===== config.mk =====
export PLATFORM = sky130hd
export DESIGN_NAME = ICache
export DESIGN_NICKNAME = d
export VERILOG_FILES = /design/src/ICachePkg.sv /design/src/ICacheController.sv /design/src/ICacheStorage.sv /design/src/ICacheMemPort.sv /design/src/ICache.sv
export VERILOG_INCLUDE_DIRS = /design/src
export SDC_FILE = /design/constraint.sdc
export NUM_CORES = 2
export LEC_CHECK = 0
export ABC_AREA = 1
export ABC_CLOCK_PERIOD_IN_PS = 8150
export BUFFER_PORTS_ARGS = -buffer_cell sky130_fd_sc_hd__buf_2
export CAP_MARGIN = 5
export CORE_MARGIN = 3
export CORE_UTILIZATION = 30
export CTS_CLUSTER_SIZE = 20
export DETAILED_ROUTE_END_ITERATION = 12
export GPL_ROUTABILITY_DRIVEN = 0
export SYNTH_ARGS = -nofsm -noshare
export SYNTH_HDL_FRONTEND = slang
export SYNTH_MEMORY_MAX_BITS = 65536
export SYNTH_SLANG_ARGS = --single-unit

===== constraint.sdc =====
create_clock -name i_clock -period 8.15 [get_ports i_clock]
set_input_delay 0.815 -clock i_clock [delete_from_list [all_inputs] [get_ports i_clock]]
set_output_delay 0.815 -clock i_clock [all_outputs]
set_load 0.05 [all_outputs]

===== src/icache_defs.svh =====
// ----------------------------------------
// Instruction cache geometry
// Field widths of the word address and the line count
// ----------------------------------------
`ifndef ICACHE_DEFS_SVH
`define ICACHE_DEFS_SVH

// Word address is tag, index, offset
`define ICACHE_TAG_WIDTH    3   // Upper address bits
`define ICACHE_INDEX_WIDTH  5   // Selects one line
`define ICACHE_OFFSET_WIDTH 2   // Word within a line

`define ICACHE_DATA_WIDTH   32  // Bits per word

// One line per index value
`define ICACHE_LINES        (1 << `ICACHE_INDEX_WIDTH)

`endif


===== src/ICachePkg.sv =====
// ----------------------------------------
// Instruction cache types
// Address fields, bus request and controller states
// ----------------------------------------
`include "icache_defs.svh"

package ICachePkg;

    typedef logic [`ICACHE_TAG_WIDTH-1:0]    Tag;
    typedef logic [`ICACHE_INDEX_WIDTH-1:0]  Index;
    typedef logic [`ICACHE_OFFSET_WIDTH-1:0] Offset;
    typedef logic [`ICACHE_DATA_WIDTH-1:0]   Word;

    // Full word address, tag in the top bits
    typedef logic [`ICACHE_TAG_WIDTH + `ICACHE_INDEX_WIDTH + `ICACHE_OFFSET_WIDTH - 1:0] Address;

    typedef struct packed {
        Tag    tag;     // Compared against stored tag
        Index  index;   // Line select
        Offset offset;  // Word select
    } Access;

    // Master side of a read-only Wishbone link
    typedef struct packed {
        logic   cyc;
        logic   stb;
        Address adr;
    } WbRequest;

    typedef enum logic [1:0] {
        Reset,   // One cycle after reset
        Clear,   // Valid bits cleared line by line
        Lookup,  // Serving requests
        Read     // Line refill from memory
    } State;

endpackage


===== src/ICacheController.sv =====
// ----------------------------------------
// Instruction cache controller
// Clears the tags after reset, answers lookups, runs refills
// ----------------------------------------
`timescale 1ns/1ps
`include "icache_defs.svh"

module ICacheController (
    input  logic              i_clock,
    input  logic              i_reset,
    input  logic              i_rd,       // Read request
    input  ICachePkg::Address i_address,  // Requested word
    input  logic              i_hit,      // From storage
    input  logic              i_done,     // Word arrived from memory
    output ICachePkg::Access  o_access,   // Position for storage and bus
    output logic              o_write,    // Store refill word
    output logic              o_clear,    // Drop valid bit of a line
    output logic              o_fetch,    // Memory port request
    output logic              o_hit,
    output logic              o_busy
);

    ICachePkg::State  state;
    ICachePkg::State  nextState;
    ICachePkg::Access request;     // Address split into fields
    ICachePkg::Tag    tag;         // Tag of line under refill
    ICachePkg::Tag    nextTag;
    ICachePkg::Index  index;       // Clear counter, then refill line
    ICachePkg::Index  nextIndex;
    ICachePkg::Offset offset;      // Word being refilled
    ICachePkg::Offset nextOffset;

    assign request = ICachePkg::Access'(i_address);

    // ----------------------------------------
    // Next state and outputs
    // ----------------------------------------
    always_comb begin
        o_access   = request;  // Lookup follows the CPU
        o_write    = 1'b0;
        o_clear    = 1'b0;
        o_fetch    = 1'b0;
        o_hit      = 1'b0;
        o_busy     = 1'b1;
        nextState  = state;
        nextTag    = tag;
        nextIndex  = index;
        nextOffset = offset;

        case (state)
            ICachePkg::Reset: begin
                nextIndex = ICachePkg::Index'(0);
                nextState = ICachePkg::Clear;
            end

            ICachePkg::Clear: begin
                o_access.index = index;  // Line being invalidated
                o_clear        = 1'b1;
                nextIndex      = ICachePkg::Index'(index + 1'b1);
                if (index == ICachePkg::Index'(`ICACHE_LINES - 1))
                    nextState = ICachePkg::Lookup;
            end

            ICachePkg::Lookup: begin
                o_hit  = i_hit;
                o_busy = 1'b0;
                if (i_rd && !i_hit) begin
                    // Miss, refill starts at word 0
                    nextTag    = request.tag;
                    nextIndex  = request.index;
                    nextOffset = ICachePkg::Offset'(0);
                    nextState  = ICachePkg::Read;
                end
            end

            ICachePkg::Read: begin
                o_access = {tag, index, offset};
                o_fetch  = 1'b1;  // Held for the whole refill
                if (i_done) begin
                    o_write    = 1'b1;  // Word lands this cycle
                    nextOffset = ICachePkg::Offset'(offset + 1'b1);
                    if (offset == ICachePkg::Offset'('1))
                        nextState = ICachePkg::Lookup;  // Line complete
                end
            end

            default: nextState = ICachePkg::Reset;
        endcase
    end

    // ----------------------------------------
    // Registers
    // ----------------------------------------
    always_ff @(posedge i_clock) begin
        if (i_reset) begin
            state  <= ICachePkg::Reset;
            tag    <= ICachePkg::Tag'(0);
            index  <= ICachePkg::Index'(0);
            offset <= ICachePkg::Offset'(0);
        end else begin
            state  <= nextState;
            tag    <= nextTag;
            index  <= nextIndex;
            offset <= nextOffset;
        end
    end

    // Memory port answers only an open fetch
    assert property (@(posedge i_clock) disable iff (i_reset) i_done |-> o_fetch);

    // CPU keeps its request steady for the whole refill
    assert property (@(posedge i_clock) disable iff (i_reset)
        (state == ICachePkg::Read) |-> (i_rd && $stable(i_address)));

endmodule


===== src/ICacheStorage.sv =====
// ----------------------------------------
// Instruction cache storage
// Valid bits, tags and data words with hit check
// ----------------------------------------
`timescale 1ns/1ps
`include "icache_defs.svh"

module ICacheStorage (
    input  logic             i_clock,
    input  logic             i_reset,
    input  ICachePkg::Access i_access,  // Line and word addressed
    input  logic             i_write,   // Store i_data
    input  logic             i_clear,   // Invalidate line
    input  ICachePkg::Word   i_data,    // Refill word
    output logic             o_hit,
    output ICachePkg::Word   o_data
);

    // Four words per line
    localparam int WordCount = `ICACHE_LINES << `ICACHE_OFFSET_WIDTH;

    logic [`ICACHE_LINES-1:0] valid;              // One bit per line
    ICachePkg::Tag            tags [`ICACHE_LINES];
    ICachePkg::Word           words [WordCount];

    logic [`ICACHE_INDEX_WIDTH + `ICACHE_OFFSET_WIDTH - 1:0] wordAddress;
    logic lastWord;  // Final word of a line

    assign wordAddress = {i_access.index, i_access.offset};
    assign lastWord    = (i_access.offset == ICachePkg::Offset'('1));

    // ----------------------------------------
    // Valid bits
    // ----------------------------------------
    always_ff @(posedge i_clock) begin
        if (i_reset)
            valid <= '0;
        else if (i_clear)
            valid[i_access.index] <= 1'b0;
        else if (i_write && lastWord)
            valid[i_access.index] <= 1'b1;  // Whole line present now
    end

    // Tag goes in with the last word only
    always_ff @(posedge i_clock) begin
        if (i_write && lastWord)
            tags[i_access.index] <= i_access.tag;
    end

    // Data array
    always_ff @(posedge i_clock) begin
        if (i_write)
            words[wordAddress] <= i_data;
    end

    // ----------------------------------------
    // Lookup
    // ----------------------------------------
    assign o_hit  = valid[i_access.index] && (tags[i_access.index] == i_access.tag);
    assign o_data = words[wordAddress];  // Same-cycle read

    // Clear sweep and refill never share a cycle
    assert property (@(posedge i_clock) disable iff (i_reset) !(i_write && i_clear));

endmodule


===== src/ICacheMemPort.sv =====
// ----------------------------------------
// Wishbone classic read master
// One single-word transfer per fetch
// ----------------------------------------
`timescale 1ns/1ps

module ICacheMemPort (
    input  logic                i_clock,
    input  logic                i_reset,
    input  logic                i_fetch,   // Word wanted
    input  ICachePkg::Access    i_access,  // Word position
    output ICachePkg::WbRequest o_wb,
    input  ICachePkg::Word      i_wbData,
    input  logic                i_wbAck,
    output ICachePkg::Word      o_word,    // Valid with o_done
    output logic                o_done     // Ack cycle
);

    typedef enum logic {
        PortIdle,  // No transfer open
        PortWait   // Waiting for ack
    } PortState;

    PortState          state;
    PortState          nextState;
    logic              ackSeen;  // Ack in previous cycle
    logic              start;    // Transfer opens this cycle
    logic              active;   // Bus cycle in progress
    ICachePkg::Address heldAdr;  // Address kept while waiting

    // Skip one cycle after an ack so stb drops
    assign start  = (state == PortIdle) && i_fetch && !ackSeen;
    assign active = start || (state == PortWait);

    always_comb begin
        o_wb.cyc  = active;
        o_wb.stb  = active;
        o_wb.adr  = (state == PortWait) ? heldAdr : ICachePkg::Address'(i_access);
        nextState = state;
        if (active)
            nextState = i_wbAck ? PortIdle : PortWait;  // Slave may stall
    end

    assign o_done = active && i_wbAck;
    assign o_word = i_wbData;

    always_ff @(posedge i_clock) begin
        if (i_reset) begin
            state   <= PortIdle;
            ackSeen <= 1'b0;
        end else begin
            state   <= nextState;
            ackSeen <= o_done;
        end
    end

    always_ff @(posedge i_clock) begin
        if (start)
            heldAdr <= ICachePkg::Address'(i_access);
    end

    // Request held with a stable address until the slave acks
    assert property (@(posedge i_clock) disable iff (i_reset)
        (o_wb.stb && !i_wbAck) |=> (o_wb.cyc && o_wb.stb && $stable(o_wb.adr)));

    // Bus released for one cycle after every ack
    assert property (@(posedge i_clock) disable iff (i_reset) o_done |=> !o_wb.stb);

endmodule


===== src/ICache.sv =====
// ----------------------------------------
// Direct mapped instruction cache
// ----------------------------------------
`timescale 1ns/1ps

module ICache (
    input  logic                i_clock,
    input  logic                i_reset,
    // CPU side
    input  logic                i_rd,
    input  ICachePkg::Address   i_address,
    output ICachePkg::Word      o_data,
    output logic                o_hit,
    output logic                o_busy,
    // Memory side
    output ICachePkg::WbRequest o_wb,
    input  ICachePkg::Word      i_wbData,
    input  logic                i_wbAck
);

    ICachePkg::Access access;  // Shared word position
    ICachePkg::Word   word;    // Refill data
    logic             write;
    logic             clear;
    logic             fetch;
    logic             hit;     // Raw storage hit
    logic             done;

    ICacheController controller (
        .i_clock   (i_clock),
        .i_reset   (i_reset),
        .i_rd      (i_rd),
        .i_address (i_address),
        .i_hit     (hit),
        .i_done    (done),
        .o_access  (access),
        .o_write   (write),
        .o_clear   (clear),
        .o_fetch   (fetch),
        .o_hit     (o_hit),
        .o_busy    (o_busy)
    );

    ICacheStorage storage (
        .i_clock  (i_clock),
        .i_reset  (i_reset),
        .i_access (access),
        .i_write  (write),
        .i_clear  (clear),
        .i_data   (word),
        .o_hit    (hit),
        .o_data   (o_data)
    );

    ICacheMemPort memPort (
        .i_clock  (i_clock),
        .i_reset  (i_reset),
        .i_fetch  (fetch),
        .i_access (access),
        .o_wb     (o_wb),
        .i_wbData (i_wbData),
        .i_wbAck  (i_wbAck),
        .o_word   (word),
        .o_done   (done)
    );

endmodule


==> metrics.md <==
| Metric | Value |
|---|---|
| Worst-Margin Slew | about 1.3 ns |
| Pwr dens | between 200 and 300 nW/um^2 |
| Unrepaired setup endpoints after global routing | no |
| Layout filler cell count | slightly below 50000 |
| Synth Flop Type | edfxtp_1 |
| Pin count of the biggest net entering global routing | about 80 |
| Final antenna-violating net count | 0 |
| Comb power frac | between 20% and 30% |
| Total die area | approximately 530000 um^2 |
| Family with the most delay on the worst path | simple AND/OR/NAND/NOR gates |
| Endpoints failing hold | 0 |
| Sw power | ~17 mW |
| Number of remaining DRC errors | 3 |
| Sw Share | a little under a third |
| Syn_nets | between 10000 and 15000 |
| Setup TNS Final | 0 ns |
| # IOs | 92 |
| Maximum cell stage delay along the critical path | between 0.8 and 0.9 ns |
| Most crowded layer after global routing | met2 |
| M3 GR Usage | 4.68% |
| Final total power | 53.7 mW |
| Most numerous cell in the Yosys netlist | edfxtp_1 |
| First-pass GRT wire length | around 740000 um |
| H-Tree Depth | 5 |
| FMAX | around 130 MHz |
| Rel. slew slack | approximately 14% |
| Area leader, netlist | edfxtp_1 |
| Post-DP HPWL | ~320000 um |
| Drt pass-1 iters | 10 |
| NumNets Final | 10600 |
| Seq pwr share | between 40% and 50% |
| Register area share after synthesis | just over 80% |
| Clk sink count | between 4000 and 5000 |
| Layout cells sized above 1 | between 10% and 20% |
| Fin crit share | 97.2% |
| Most used cell, CP | nand2_1 |
| Min-Delay Path Class | in2reg |
| Die height | 731 um |
| Placed Cells | between 15000 and 20000 |
| FP Rows | ~270 |
| Worst hold path depth | 2 |
| Reg-to-reg startpoint | controller.state[0] |
| Worst Setup Slack, final | about 0.23 ns |
| Crit path required time | roughly 7.3 ns |
| Via Count | slightly below 100k |
| Die X | about 730 um |
| HP Start | i_wbAck |
| Drt initial violations | about 16000 |
| Multi-input combinational cell area | between 20000 and 30000 um^2 |
| Reg2Reg Depth | 10 |
| Gr usage total | around a fifth |
| Post-synth EDFFs | 4202 |
| WHS | between 0.06 and 0.07 ns |
| Starting Density | between 30 and 40% |
| CP max stage cell | nor2_1 |
| WL/cell | between 30 and 40 um |
| R2r setup slk | approximately 1.6 ns |
| Post-synthesis cell area | between 150000 and 200000 um^2 |
| CP max FO | 67 |
| R2R Path End | storage.words[31][19] |
| Int Pwr | roughly 37 mW |
| WP buf/inv | 4 |
| Tmin final | between 7 and 8 ns |
| Max_cap viols | 0 |
| FF/Latch Area | between 100000 and 150000 um^2 |
| CTS tree | done |
| Skew-Pair Late Insertion Delay | about 1.0 ns |
| Met1 global-route usage | 25.6% |
| Total Wirelength | 540000 um |
| Reg clk slew, reported paths | roughly 0.06 ns |
| Post-route cell area | 183000 um^2 |
| Post-synth ARST share | 0% |
| GR Layer Usage met2 | a little under a third |
| Top cells by count, synth | 4202 x edfxtp_1, 2264 x nand2_1, 1194 x a22oi_1, 391 x nand4_1, 321 x buf_2 |
| Global route total overflow | 0 |
| CTS Buf Count | about 420 |
| Via density | ~5.5 |
| Type of origin of the critical path | register |
| Area growth syn-to-layout | 16.0% |
| Hold Path Sink | memPort.state |
| Clk network pwr share | 35.2% |
| Hold_buf cts | 0 |
| Worst VDD drop | 0.000278 V |
| Dpl cell area | around 170000 um^2 |
| P_leak | 58.5 nW |
| Vias in the first global route | around 91000 |
| Ys Warns | 0 |
| Placeable Area | 522000 um^2 |
| Critical path capture point type | primary output |
| Synth top area share | roughly 80% |
| Post-synthesis register bit count | approximately 4200 |
| PortBufs | 91 |
| Initial antenna violation count | 57 |
| Average cell area after synthesis | between 15 and 20 um^2 |
| Status | finished, violations left |
| Final non-filler cell total | about 18000 |
| Post-synthesis cell type count | between 40 and 50 |
| Root buf cell | clkbuf_16 |
| Final setup viols | 0 |
| Skew final | just over 0.1 ns |
| Pre-CTS WS | slightly above 0.9 ns |
| Final slew viol count | 0 |
| CP Data Arrival Time | between 7 and 8 ns |
| Failing checks | design-rule violations |
| Crit Path Class | reg2out |
| Clk buf depth | 4 |
| Finished Core Util | between 30% and 40% |
| Post-Synthesis Cells | 10200 |
| Synth top area cells | edfxtp_1 80%, a22oi_1 5.7%, nand2_1 5.4% |
| Critical-path cell list | ha_1 -> inv_1 -> nand2_1 -> nand2_1 -> nand3_2 -> inv_8 -> buf_4 -> a221oi_1 -> a31oi_1 -> o21ai_0 -> nand2_1 -> nor2_1 -> nand3_1 -> buf_2 |
==> sequential cells by signal (all words and copies together) (netlist names), named ones only <==
signal,count
controller.index,5
controller.offset,2
controller.state,2
controller.tag,3
memPort.ackSeen,1
memPort.heldAdr,10
memPort.state,1
storage.tags,96
storage.words,4096
==> cell families (layout without fill, tap and decap cells) <==
family	Yosys count	in the layout	synth area share (%)
AO/OA/AOI/OAI	1845	1845	8.45
adder cells (fa/ha/maj)	7	7	0.0555
buffers and inverters	835	1594	2.27
flip-flops	4248	4248	80.6
multiplexers	1	1	0.00714
other	0	17	0
AND/OR/NAND/NOR	3225	3225	8.65
==> worst max path at each step <==
stage | startpoint | to | slack [ns] | depth (start not counted)
floorplan | controller.state[0] | storage.words[127][0] | 3.21 | 12
global placement | controller.state[0] | o_data[29] | 0.80 | 17
detailed placement | controller.state[0] | o_data[10] | 0.92 | 15
CTS | controller.state[0] | o_data[1] | 0.14 | 16
global route | controller.state[0] | o_data[20] | 0.009 | 14
finish | controller.state[0] | o_data[20] | 0.23 | 14
==> repair_timing <==
action	CTS	global route
gates resized for setup	0	5
pin swaps	2	0
setup endpoints to repair	1	5
gates cloned	0	0
buffers inserted	4	0
==> power groups by stage <==
stage	clock network [mW]	logic, mW	registers (mW)
floorplan	0	4.93	24.5
global placement	0	10.5	24.5
detailed placement	0	10.5	24.5
CTS	19.0	10.5	24.1
global route	19.9	11.1	24.1
finish	18.9	10.7	24.1
==> per-layer routing <==
layer | routed length (um) | up-vias
met5 | 348 | -
met4 | 28900 | 54
met3 | 64000 | 1075
met2 | 245000 | 6426
met1 | 202000 | 50000
li1 | - | 40000
==> cells in the final DEF, fill, tap and decap left out, drive strengths merged, types with 2 or more instances in the layout <==
cell type,count
a221oi,217
a41oi,12
nand4,391
diode,17
o2111ai,11
a22oi,1194
dfxtp,46
buf,555
and3,67
a31oi,41
clkinv,194
nand3b,18
ha,7
clkbuf,526
a32o,4
nor3,16
o21ai,243
nand3,190
nor2,273
a22o,24
a21oi,86
o31ai,2
o21a,6
clkinvlp,7
bufinv,30
edfxtp,4202
inv,282
nand2,2267
o22ai,2
==> area by class of cell <==
type	count	area share, %
clock buffers	526	6.03
diodes	17	0.0232
multi-input cells	5078	15.4
clock inverters	235	1.21
inverters	278	0.587
repair buffers	555	2.59
flip-flops and latches	4248	69.4
well taps	6942	4.75
No activity file was read; power rests on OpenSTA's default activity.
